File: src/rtl/rv_isa_pkg.sv
package rv_isa_pkg;

    localparam int xlen = 64;
    localparam int word_width = 32;
    localparam int reg_count = 32;

    // Shift amount widths for full-width and word operations.
    localparam int shamt_width = 6;
    localparam int shamt_width_w = 5;

    typedef logic [4:0] reg_addr_t;
    typedef logic [xlen-1:0] xword_t;

    typedef struct packed {
        logic [6:0] funct7;
        reg_addr_t  rs2;
        reg_addr_t  rs1;
        logic [2:0] funct3;
        reg_addr_t  rd;
        logic [6:0] opcode;
    } r_fmt_t;

    typedef struct packed {
        logic [11:0] imm12;
        reg_addr_t   rs1;
        logic [2:0]  funct3;
        reg_addr_t   rd;
        logic [6:0]  opcode;
    } i_fmt_t;

    // The same 32-bit word seen as an R-type or an I-type instruction.
    typedef union packed {
        r_fmt_t r_fmt;
        i_fmt_t i_fmt;
    } rv_instr_t;

    localparam logic [6:0] op_reg = 7'b0110011;
    localparam logic [6:0] op_imm = 7'b0010011;
    localparam logic [6:0] op_reg_w = 7'b0111011;
    localparam logic [6:0] op_imm_w = 7'b0011011;
    localparam logic [6:0] op_lui = 7'b0110111;

    localparam logic [2:0] f3_add = 3'b000;
    localparam logic [2:0] f3_sll = 3'b001;
    localparam logic [2:0] f3_slt = 3'b010;
    localparam logic [2:0] f3_sltu = 3'b011;
    localparam logic [2:0] f3_xor = 3'b100;
    localparam logic [2:0] f3_srl = 3'b101;
    localparam logic [2:0] f3_or = 3'b110;
    localparam logic [2:0] f3_and = 3'b111;

    // The alternate encoding selects SUB and the arithmetic shifts.
    localparam logic [6:0] f7_base = 7'b0000000;
    localparam logic [6:0] f7_alt = 7'b0100000;
    localparam logic [6:0] f7_mul = 7'b0000001;

    // RV64 shift immediates keep six bits of shamt, so only six funct bits remain.
    localparam logic [5:0] f6_base = 6'b000000;
    localparam logic [5:0] f6_alt = 6'b010000;

endpackage

File: src/rtl/exec_pkg.sv
package exec_pkg;

    import rv_isa_pkg::*;

    typedef enum logic [4:0] {
        add,
        sub,
        slt,
        sltu,
        and_op,
        or_op,
        xor_op,
        sll,
        srl,
        sra,
        pass_b,
        addw,
        subw,
        sllw,
        srlw,
        sraw,
        mul
    } alu_op_t;

    typedef struct packed {
        logic      legal;
        reg_addr_t rd;
        reg_addr_t rs1;
        reg_addr_t rs2;
        logic      use_imm;
        xword_t    imm;
        alu_op_t   op;
    } dec_instr_t;

    typedef struct packed {
        logic      valid;
        reg_addr_t rd;
        xword_t    data;
    } wb_t;

endpackage

File: src/rtl/inst_decoder.sv
`timescale 1ns/1ps

module inst_decoder
    import rv_isa_pkg::*, exec_pkg::*;
(
    input  rv_instr_t  instr,
    output dec_instr_t dec
);

    r_fmt_t      r;
    i_fmt_t      i;
    logic        base_r;
    logic        alt_r;
    logic [31:0] u_imm;
    xword_t      i_imm;

    assign r = instr.r_fmt;
    assign i = instr.i_fmt;

    assign base_r = (r.funct7 == f7_base);
    assign alt_r = (r.funct7 == f7_alt);

    // The U immediate sits in the upper twenty bits of the R-type view.
    assign u_imm = {r.funct7, r.rs2, r.rs1, r.funct3, 12'b0};
    assign i_imm = {{(xlen-12){i.imm12[11]}}, i.imm12};

    always_comb begin
        dec = '0;
        dec.op = add;
        dec.rd = r.rd;
        dec.rs1 = r.rs1;
        dec.rs2 = r.rs2;

        case (r.opcode)
            op_reg: begin
                if (r.funct7 == f7_mul) begin
                    // Only MUL of the M extension is handled here.
                    dec.legal = (r.funct3 == f3_add);
                    dec.op = mul;
                end else begin
                    case (r.funct3)
                        f3_add: begin
                            dec.legal = base_r || alt_r;
                            dec.op = alt_r ? sub : add;
                        end
                        f3_srl: begin
                            dec.legal = base_r || alt_r;
                            dec.op = alt_r ? sra : srl;
                        end
                        f3_sll: begin
                            dec.legal = base_r;
                            dec.op = sll;
                        end
                        f3_slt: begin
                            dec.legal = base_r;
                            dec.op = slt;
                        end
                        f3_sltu: begin
                            dec.legal = base_r;
                            dec.op = sltu;
                        end
                        f3_xor: begin
                            dec.legal = base_r;
                            dec.op = xor_op;
                        end
                        f3_or: begin
                            dec.legal = base_r;
                            dec.op = or_op;
                        end
                        default: begin
                            dec.legal = base_r;
                            dec.op = and_op;
                        end
                    endcase
                end
            end
            op_imm: begin
                dec.use_imm = 1'b1;
                dec.imm = i_imm;
                dec.legal = 1'b1;
                case (i.funct3)
                    f3_add:  dec.op = add;
                    f3_slt:  dec.op = slt;
                    f3_sltu: dec.op = sltu;
                    f3_xor:  dec.op = xor_op;
                    f3_or:   dec.op = or_op;
                    f3_and:  dec.op = and_op;
                    f3_sll: begin
                        dec.legal = (i.imm12[11:6] == f6_base);
                        dec.op = sll;
                    end
                    default: begin
                        dec.legal = (i.imm12[11:6] == f6_base) || (i.imm12[11:6] == f6_alt);
                        dec.op = (i.imm12[11:6] == f6_alt) ? sra : srl;
                    end
                endcase
            end
            op_reg_w: begin
                case (r.funct3)
                    f3_add: begin
                        dec.legal = base_r || alt_r;
                        dec.op = alt_r ? subw : addw;
                    end
                    f3_sll: begin
                        dec.legal = base_r;
                        dec.op = sllw;
                    end
                    f3_srl: begin
                        dec.legal = base_r || alt_r;
                        dec.op = alt_r ? sraw : srlw;
                    end
                    default: dec.legal = 1'b0;
                endcase
            end
            op_imm_w: begin
                dec.use_imm = 1'b1;
                dec.imm = i_imm;
                case (i.funct3)
                    f3_add: begin
                        dec.legal = 1'b1;
                        dec.op = addw;
                    end
                    f3_sll: begin
                        dec.legal = (i.imm12[11:5] == f7_base);
                        dec.op = sllw;
                    end
                    f3_srl: begin
                        dec.legal = (i.imm12[11:5] == f7_base) || (i.imm12[11:5] == f7_alt);
                        dec.op = (i.imm12[11:5] == f7_alt) ? sraw : srlw;
                    end
                    default: dec.legal = 1'b0;
                endcase
            end
            op_lui: begin
                dec.legal = 1'b1;
                dec.use_imm = 1'b1;
                dec.imm = {{(xlen-32){u_imm[31]}}, u_imm};
                dec.op = pass_b;
            end
            default: dec.legal = 1'b0;
        endcase
    end

endmodule

File: config.mk
export PLATFORM = sky130hd
export DESIGN_NAME = inst_decoder
export DESIGN_NICKNAME = d
export VERILOG_FILES = /design/src/rtl/rv_isa_pkg.sv /design/src/rtl/exec_pkg.sv /design/src/rtl/inst_decoder.sv
export SDC_FILE = /design/constraint.sdc
export NUM_CORES = 1
export LEC_CHECK = 0
export ABC_AREA = 0
export BUFFER_PORTS_ARGS = -buffer_cell sky130_fd_sc_hd__buf_2
export CAP_MARGIN = 20
export CORE_ASPECT_RATIO = 1.1
export CORE_MARGIN = 2
export CORE_UTILIZATION = 34
export DETAILED_ROUTE_END_ITERATION = 8
export GPL_TIMING_DRIVEN = 0
export PLACE_DENSITY = 0.88
export SYNTH_ARGS = -nofsm -noshare
export SYNTH_HDL_FRONTEND = slang
export SYNTH_SLANG_ARGS = --single-unit
File: constraint.sdc
create_clock -name vclk -period 1.6
set_clock_uncertainty 0.15 [all_clocks]
set_input_delay 0.08 -clock vclk [all_inputs]
set_output_delay 0.08 -clock vclk [all_outputs]
set_load 0.005 [all_outputs]
==> flow_summary_export.csv, run 1 <==
group,metric,value,unit
cells_and_area,post_route_cells_drive_above_1_share,70.88,%
routing,drt-wirelength-per-cell,13.62,um
sta,clock.fmax,0.4990,GHz
global_route,first_pass_grt_wire_length,5471,um
sta,maxSlewViolCount,0,
routing,drt_first_iter_violations,74,
cells_and_area,design.final.nets,319,
logic_synthesis,netlist_area,0.001119,mm2
power,internal_power,0.0001398,W
floorplanning,core.rowCount,21,
place,placed_cells_incl_taps,306,
sta,tightest_slew,0.4407,ns
cells_and_area,nFlopsAndLatches,0,
logic_synthesis,cells_after_synthesis,160,
power,p_clk_share,0,%
critical_path,slowest_stage,"sky130_fd_sc_hd__or4_4",
power,fraction_of_power_spent_switching_nets,46.04,%
routing,num_vias,1621,
critical_path,worst_setup_ep_type,"output port",
worst_hold_path,hold_path_depth,2,
cells_and_area,antennaDiodeCount,0,
power,pwr-share-seq,0,%
worst_hold_path,hold_class,"input pin to output port",
logic_synthesis,yosysWarnings,0,
logic_synthesis,average_cell_area_after_synthesis,6.991,um2
routing,route.detailed.drc,11,
sta,final-setup-viol-count,54,
place,detailedPlacementHpwl,2861,um
place,dpl-instance-area,0.001723,mm2
power,power.combinational.fraction,100.0,%
logic_synthesis,sequential_fraction_of_the_synthesis_area,0,%
power,power.static_leakage,1.361,nW
flow_run,drv.max_cap_violation_count,0,
critical_path,highest_cell_delay_on_the_worst_timing_path,0.54,ns
global_route,grt_pass1_vias,1215,
critical_path,timing.critical_path.from_type,"input pin",
global_route,global_route.usage.total,17.26,%
critical_path,crit_type,"input pin to output port",
logic_synthesis,synthesis.nets,192,
routing,finalWirelength,4346,um
cells_and_area,ff_latch_area,0,um2
critical_path,timing.critical_path.arrival,1.77,ns
logic_synthesis,yosys.area.top_type,"sky130_fd_sc_hd__buf_4",
floorplanning,fp.dieW,58.69,um
logic_synthesis,yosys-top-cells-count,"sky130_fd_sc_hd__buf_4 (49), sky130_fd_sc_hd__a21o_1 (19), sky130_fd_sc_hd__and2_1 (15)",
place,place.port_buffers,112,
routing,routed_via_density,5.082,
logic_synthesis,ys_top_cells_by_area,"sky130_fd_sc_hd__buf_4 (33%), sky130_fd_sc_hd__a21o_1 (13%), sky130_fd_sc_hd__and2_1 (8.4%), sky130_fd_sc_hd__nand3_1 (2.2%), sky130_fd_sc_hd__nand4_1 (2.2%)",
cells_and_area,clock_buffer_count,0,
logic_synthesis,synthDominantCellAreaShare,32.89,%
floorplanning,die_footprint,0.003765,mm2
power,power_density,121.7,mW/mm2
floorplanning,design.portCount,118,
global_route,grt-ovfl-total,0,
routing,detail_route.first_pass.iterations,9,
floorplanning,initial_utilization,36.08,%
outcome,outcome,"complete, but fails checks",
cells_and_area,post-route-cell-area,0.002128,mm2
worst_hold_path,timing.hold.worst_endpoint,"dec[83]",
critical_path,timing.critical_path.required,1.37,ns
logic_synthesis,synth.distinct_cells,44,
global_route,grt_antenna_before_repair,0,
outcome,failed_checks,"design-rule violations, negative setup slack",
sta,rsz_0062_raised_after_global_routing,"true",
place,finalWeightedCongestion,0.8654,
critical_path,cp_max_fo,4,
worst_hold_path,hold_start,"instr[10]",
routing,ant_nets,0,
sta,finalHoldViolCount,0,
sta,timing.slew.headroom,70.62,%
power,total_power,0.0002591,W
power,switchingPower,0.0001193,W
cts,cts_hold_buf,0,
global_route,maximum_number_of_pins_on_one_net_before_global_route_repair,34,
sta,final_critical_path_setup_slack,-0.4040,ns
cells_and_area,post_layout_nonfiller_instances,319,
critical_path,worstPathCellList,"buf_8 -> or4_4 -> or4b_4 -> a221o_1 -> o211ai_2 -> buf_2",
power,peakVddDrop,0.07690,mV
sta,final_worst_path_period_share,125.2,%
floorplanning,die-height,64.16,um
logic_synthesis,synth_most_common_cell,"sky130_fd_sc_hd__buf_4",
cells_and_area,area_delta_synth_final,90.27,%
floorplanning,design.core.area,0.003100,mm2
cells_and_area,fill_cells,253,
sta,finalWorstPathRequiredPeriod,2.004,ns
[metal layers]
metal | share of wire [%] | track usage, %
met5 | 0 | 0
met3 | 10 | 0.8097
met1 | 38 | 21.60
met2 | 51 | 33.29
met4 | 0.87 | 0.8523
[per-stage QoR]
stage | setup WS, ns | utilization, % | hold WS (ns) | TNS [ns]
detailed placement | -0.4634 | 55.57 | 0.1767 | -15.09
global route | -0.4209 | 68.64 | 0.1794 | -7.793
CTS | -0.4422 | 57.10 | 0.1770 | -5.386
finish | -0.4040 | 68.64 | 0.1765 | -3.450
floorplan | -0.1107 | - | 0.09082 | -0.1107
global placement | -0.4848 | 55.57 | 0.1769 | -12.94
[power groups by stage]
stage | Sequential [W] | Clock (W) | Combinational (W)
global placement | 0 | 0 | 0.000215
finish | 0 | 0 | 0.000259
detailed placement | 0 | 0 | 0.000219
global route | 0 | 0 | 0.000280
floorplan | 0 | 0 | 0.000117
CTS | 0 | 0 | 0.000229
[critical path: cells and delay by family]
family / cells / cell delay (ns)
AND/OR/NAND/NOR: 2 / 1.06
AO/OA/AOI/OAI: 2 / 0.40
buffers and inverters: 2 / 0.23
[cells by family (layout without fill, tap and decap cells)]
logic type      after synthesis  in the layout  synth area share [%]
compound gates               40             40                 27.29
xor+xnor                      1              1                0.7831
buf+inv                      59            180                 36.91
simple gates                 60             64                 35.01
[area by class of cell]
class / count / area, um2 / area share, %
Buffer: 56 / 486.7 / 22.87
Inverter: 3 / 11.26 / 0.5291
Multi-Input combinational cell: 105 / 793.3 / 37.27
Tap cell: 34 / 42.54 / 1.999
Timing Repair Buffer: 121 / 794.5 / 37.33
[repair_timing]
| action | in CTS | in global routing |
|---|---|---|
| setup endpoints to repair | 66 | 66 |
| resized for setup | 15 | 59 |
| cloned | 0 | 6 |
| pin swaps | 3 | 10 |
| buffers inserted | 1 | 6 |
[worst max-delay path by stage]
stage,start,endpoint,slack (ns),cells past startpoint
2_1_floorplan,instr[25],dec[0],-0.11,4
3_3_place_gp,instr[25],dec[0],-0.48,6
3_5_place_dp,instr[25],dec[0],-0.46,6
4_1_cts,instr[31],dec[0],-0.44,6
5_1_grt,instr[26],dec[0],-0.42,6
6_report,instr[26],dec[0],-0.40,6
[cells in the final DEF, fill, tap and decap left out, types with 3 or more instances in the layout]
master,count
sky130_fd_sc_hd__buf_2,90
sky130_fd_sc_hd__nand4_1,4
sky130_fd_sc_hd__a21oi_1,3
sky130_fd_sc_hd__nor2b_1,4
sky130_fd_sc_hd__buf_4,40
sky130_fd_sc_hd__a21o_1,19
sky130_fd_sc_hd__buf_6,39
sky130_fd_sc_hd__a31oi_1,3
sky130_fd_sc_hd__and2_1,13
sky130_fd_sc_hd__buf_8,3
sky130_fd_sc_hd__nor2_1,5
sky130_fd_sc_hd__inv_1,3
sky130_fd_sc_hd__nor3_1,3
sky130_fd_sc_hd__nand3_1,5
sky130_fd_sc_hd__and2_4,6
No activity file was read; power rests on OpenSTA's default activity.
==> inputs of run 2 (changes only) <==
- CORE_UTILIZATION: 34 -> 37
- PLACE_DENSITY: 0.88 -> 0.91
- clock period: 1.6 -> 2.15 ns (I/O delays scaled with it)
==> run 2 against run 1 <==
The flow now finishes without violations. Worst hold slack better by 0.055 ns. First-iteration DRC count down 15%. Flip-flop and latch count unchanged. Clock-buffer cell count unchanged. Non-clock buffer count down 9. Global-route usage up 0.90 points. Cell count down 4.4%.
==> flow_summary_export.csv, run 2 (synthesized netlist as in run 1, its figures left out) <==
group,metric,value,unit
global_route,globalRouteMet3Util,2.941,%
global_route,grt_antenna_before_repair,0,
global_route,first_pass_grt_wire_length,5388,um
cells_and_area,design.final.nets,306,
cells_and_area,clock_buffer_count,0,
critical_path,worstPathCellList,"buf_8 -> or4_4 -> or4b_4 -> a221o_1 -> o211ai_2 -> buf_2",
sta,timing.slew.headroom,62.70,%
cells_and_area,layout.cells.most_common,"sky130_fd_sc_hd__buf_2",
cts,cts_hold_buf,0,
power,power_density,96.06,mW/mm2
flow_run,drv.max_cap_violation_count,0,
place,finalWeightedCongestion,0.8751,
cells_and_area,ff_latch_area,0,um2
critical_path,cp_max_fo,5,
floorplanning,design.core.area,0.002828,mm2
global_route,grt_use_met1,21.37,%
floorplanning,die-height,61.67,um
cells_and_area,area_delta_synth_final,55.82,%
sta,final-setup-viol-count,0,
power,fraction_of_power_spent_switching_nets,46.67,%
sta,rsz_0062_raised_after_global_routing,"true",
place,detailedPlacementHpwl,3000,um
routing,route.detailed.drc,0,
critical_path,crit_type,"input pin to output port",
cells_and_area,post_route_cells_drive_above_1_share,65.81,%
power,pwr-share-seq,0,%
cells_and_area,nFlopsAndLatches,0,
cells_and_area,fill_cells,286,
power,power.static_leakage,1.236,nW
cells_and_area,antennaDiodeCount,0,
outcome,outcome,"finished clean",
floorplanning,die_footprint,0.003479,mm2
power,power.combinational.fraction,100.0,%
sta,final_worst_path_period_share,98.55,%
worst_hold_path,hold_start,"instr[11]",
floorplanning,design.portCount,118,
global_route,globalRouteMet2Util,36.05,%
global_route,maximum_number_of_pins_on_one_net_before_global_route_repair,34,
critical_path,slowest_stage,"sky130_fd_sc_hd__or4_4",
global_route,grt_pass1_vias,1233,
sta,clock.fmax,0.4719,GHz
sta,tightest_slew,0.5552,ns
routing,routed_via_density,4.889,
routing,num_vias,1491,
global_route,grt-ovfl-total,0,
routing,detail_route.first_pass.iterations,4,
critical_path,timing.critical_path.from_type,"input pin",
critical_path,critPathLaunch,"instr[29]",
sta,hold_ws,0.2316,ns
routing,drt_first_iter_violations,63,
sta,maxSlewViolCount,0,
floorplanning,initial_utilization,39.56,%
critical_path,highest_cell_delay_on_the_worst_timing_path,0.54,ns
global_route,global_route.usage.total,18.16,%
routing,finalWirelength,3556,um
sta,finalHoldViolCount,0,
cells_and_area,most-common-layout-cells,"sky130_fd_sc_hd__buf_2 (110), sky130_fd_sc_hd__buf_4 (49), sky130_fd_sc_hd__a21o_1 (19), sky130_fd_sc_hd__and2_1 (14), sky130_fd_sc_hd__clkbuf_1 (6)",
worst_hold_path,hold_class,"input pin to output port",
floorplanning,core.rowCount,20,
power,switchingPower,0.00007814,W
power,p_clk_share,0,%
floorplanning,fp.dieW,56.43,um
critical_path,timing.critical_path.required,1.89,ns
power,internal_power,0.00008928,W
power,peakVddDrop,0.07633,mV
sta,finalWorstPathRequiredPeriod,2.119,ns
power,total_power,0.0001674,W
routing,ant_nets,0,
global_route,global_route.peak_usage_layer,"met2",
critical_path,timing.critical_path.arrival,1.86,ns
place,place.port_buffers,112,
critical_path,worst_setup_ep_type,"output port",
routing,drt-wirelength-per-cell,11.66,um
-- run 2: worst paths after layout --
check	to	slack (ns)	cells past startpoint
hold / removal	dec[84]	0.23	2
setup / recovery	dec[0]	0.03	6
-- run 2: through the flow --
step           util, %  worst slack (ns)  cells  instance area [um2]  setup TNS, ns
2_1_floorplan        -            0.2744    160                 1119              0
3_3_place_gp     60.84           -0.1385    305                 1720         -4.368
3_5_place_dp     60.84           -0.2133    305                 1720         -6.367
4_1_cts          60.89           0.01809    305                 1722              0
5_1_grt          61.64         -0.005379    305                 1743      -0.005379
6_report         61.64           0.03107    305                 1743              0
-- run 2: metal layers --
layer  part of all wire [%]  vias to the layer above
met5                      0                        -
met4                   0.76                        0
met3                    9.7                        4
met2                     52                       85
met1                     37                      653
li1                       -                      749
-- run 2: critical path, delay by kind of cell --
kind            cells  cell delay (ns)
simple gates        2             1.06
compound gates      2             0.44
buf+inv             2             0.24
-- run 2: what timing repair did --
item                       in CTS  in global routing
buffers inserted                0                  0
pin swaps                       3                  3
resized for setup               1                  7
setup endpoints to repair      34                 33
-- run 2: cell type report --
cell class                 count  area [um2]  area share [%]
buffer                        56       401.6           23.04
inverter                       3       11.26          0.6461
tap                           33       41.29           2.369
multi-input combinational    101       711.9           40.85
timing repair buffer         112       576.8           33.09
-- run 2: power groups by stage --
stage          sequential (W)  combinational (W)  clock [W]
6_report                    0           0.000167          0
5_1_grt                     0           0.000185          0
4_1_cts                     0           0.000164          0
3_5_place_dp                0           0.000164          0
3_3_place_gp                0           0.000160          0
2_1_floorplan               0          0.0000870          0
==> inputs of run 3 (changes only) <==
- REMOVE_ABC_BUFFERS: not set -> 1
==> run 3 against run 2 <==
Sequential share of layout area did not move. Die area did not move. Worst hold slack got worse by 0.17 ns. Critical path depth did not move. Combinational power fell by 23%.
==> flow_summary_export.csv, run 3 (synthesized netlist as in run 1, its figures left out) <==
group,metric,value,unit
routing,detail_route.first_pass.iterations,4,
global_route,grt_pass1_vias,1040,
critical_path,timing.critical_path.from_type,"input pin",
floorplanning,core.rowCount,20,
routing,drt_first_iter_violations,42,
critical_path,worstPathBufferInverterCount,2,
power,power.static_leakage,0.9633,nW
cells_and_area,design.final.nets,249,
critical_path,cp_max_fo,5,
floorplanning,die-height,61.67,um
sta,tightest_slew,0.5440,ns
power,power_density,96.46,mW/mm2
cells_and_area,nFlopsAndLatches,0,
sta,timing.slew.headroom,63.45,%
power,peakVddDrop,0.04972,mV
sta,hold_ws,0.06502,ns
power,total_power,0.0001291,W
routing,ant_nets,0,
cells_and_area,post_route_cells_drive_above_1_share,60.47,%
floorplanning,design.core.area,0.002828,mm2
cells_and_area,antennaDiodeCount,0,
critical_path,crit_type,"input pin to output port",
critical_path,worstPathCellList,"buf_2 -> or4_4 -> or4b_4 -> a221o_1 -> o211ai_2 -> buf_2",
critical_path,timing.critical_path.mode_cell,"sky130_fd_sc_hd__buf_2",
worst_hold_path,hold_class,"input pin to output port",
cts,cts_hold_buf,0,
cells_and_area,clock_buffer_count,0,
place,finalWeightedCongestion,0.8889,
global_route,grt-ovfl-total,0,
place,place.port_buffers,108,
critical_path,highest_cell_delay_on_the_worst_timing_path,0.55,ns
sta,final_worst_path_period_share,97.53,%
cells_and_area,post-route-cell-area,0.001339,mm2
cells_and_area,layout.cells.most_common,"sky130_fd_sc_hd__buf_2",
sta,finalHoldViolCount,0,
floorplanning,fp.dieW,56.43,um
floorplanning,die_footprint,0.003479,mm2
sta,rsz_0062_raised_after_global_routing,"false",
critical_path,kind_of_cell_with_the_highest_combined_delay_on_the_critical_path,"simple AND/OR/NAND/NOR gates",
critical_path,worst_setup_ep_type,"output port",
floorplanning,initial_utilization,39.56,%
floorplanning,design.portCount,118,
critical_path,slowest_stage,"sky130_fd_sc_hd__or4_4",
sta,final-setup-viol-count,0,
critical_path,timing.critical_path.arrival,1.84,ns
routing,num_vias,1318,
sta,finalWorstPathRequiredPeriod,2.097,ns
global_route,maximum_number_of_pins_on_one_net_before_global_route_repair,34,
cells_and_area,most-common-layout-cells,"sky130_fd_sc_hd__buf_2 (108), sky130_fd_sc_hd__a21o_1 (19), sky130_fd_sc_hd__and2_1 (13)",
global_route,grt_antenna_before_repair,0,
cells_and_area,fill_cells,304,
global_route,global_route.usage.total,16.43,%
place,detailedPlacementHpwl,2626,um
cells_and_area,ff_latch_area,0,um2
routing,route.detailed.drc,0,
cells_and_area,post_layout_nonfiller_instances,248,
place,dpl-instance-area,0.001299,mm2
global_route,first_pass_grt_wire_length,4774,um
cells_and_area,area_delta_synth_final,19.69,%
routing,routed_via_density,5.315,
outcome,outcome,"finished clean",
routing,drt-wirelength-per-cell,13.79,um
sta,clock.fmax,0.4769,GHz
place,placed_cells_incl_taps,245,
sta,maxSlewViolCount,0,
flow_run,drv.max_cap_violation_count,0,
routing,finalWirelength,3419,um
critical_path,timing.critical_path.required,1.89,ns
-- run 3: path summary, 6_finish.rpt --
kind / from / endpoint / slack (ns) / cells past startpoint
setup / recovery: instr[31] / dec[0] / 0.05 / 6
hold / removal: instr[10] / dec[83] / 0.07 / 0
-- run 3: layout make-up --
class / count / area [um2] / share of cell area [%]
multi-input cells: 101 / 723.2 / 54.02
repair buffers: 111 / 563.0 / 42.06
well taps: 33 / 41.29 / 3.084
inverters: 3 / 11.26 / 0.8411
-- run 3: per-layer routing --
layer / vias to the layer above / share of wire, % / GRT usage, %
met5: - / 0 / 0
met4: 0 / 0 / 2.721
met3: 0 / 9.3 / 2.941
met2: 76 / 51 / 31.06
met1: 602 / 40 / 19.90
li1: 640 / - / -
-- run 3: power breakdown --
group          leakage, nW  internal (W)  total [W]  switching, W
Sequential               0             0          0             0
Clock                    0             0          0             0
Combinational        0.963     0.0000570   0.000129     0.0000721
Total                0.963     0.0000570   0.000129     0.0000721
-- run 3: timing repair --
action	CTS	global route
buffers inserted	0	3
pin swaps	1	2
endpoints found under the setup margin	54	34
cloned	0	0
gates resized for setup	4	2
-- run 3: through the flow --
step                      util (%)  setup slack (ns)  setup TNS, ns
after floorplan                  -           -0.3945         -13.02
after global placement       45.93           -0.3431         -15.70
after detailed placement     45.93           -0.4040         -17.21
after CTS                    46.28           0.01574              0
after global routing         47.35           0.02828              0
final                        47.35           0.05302              0
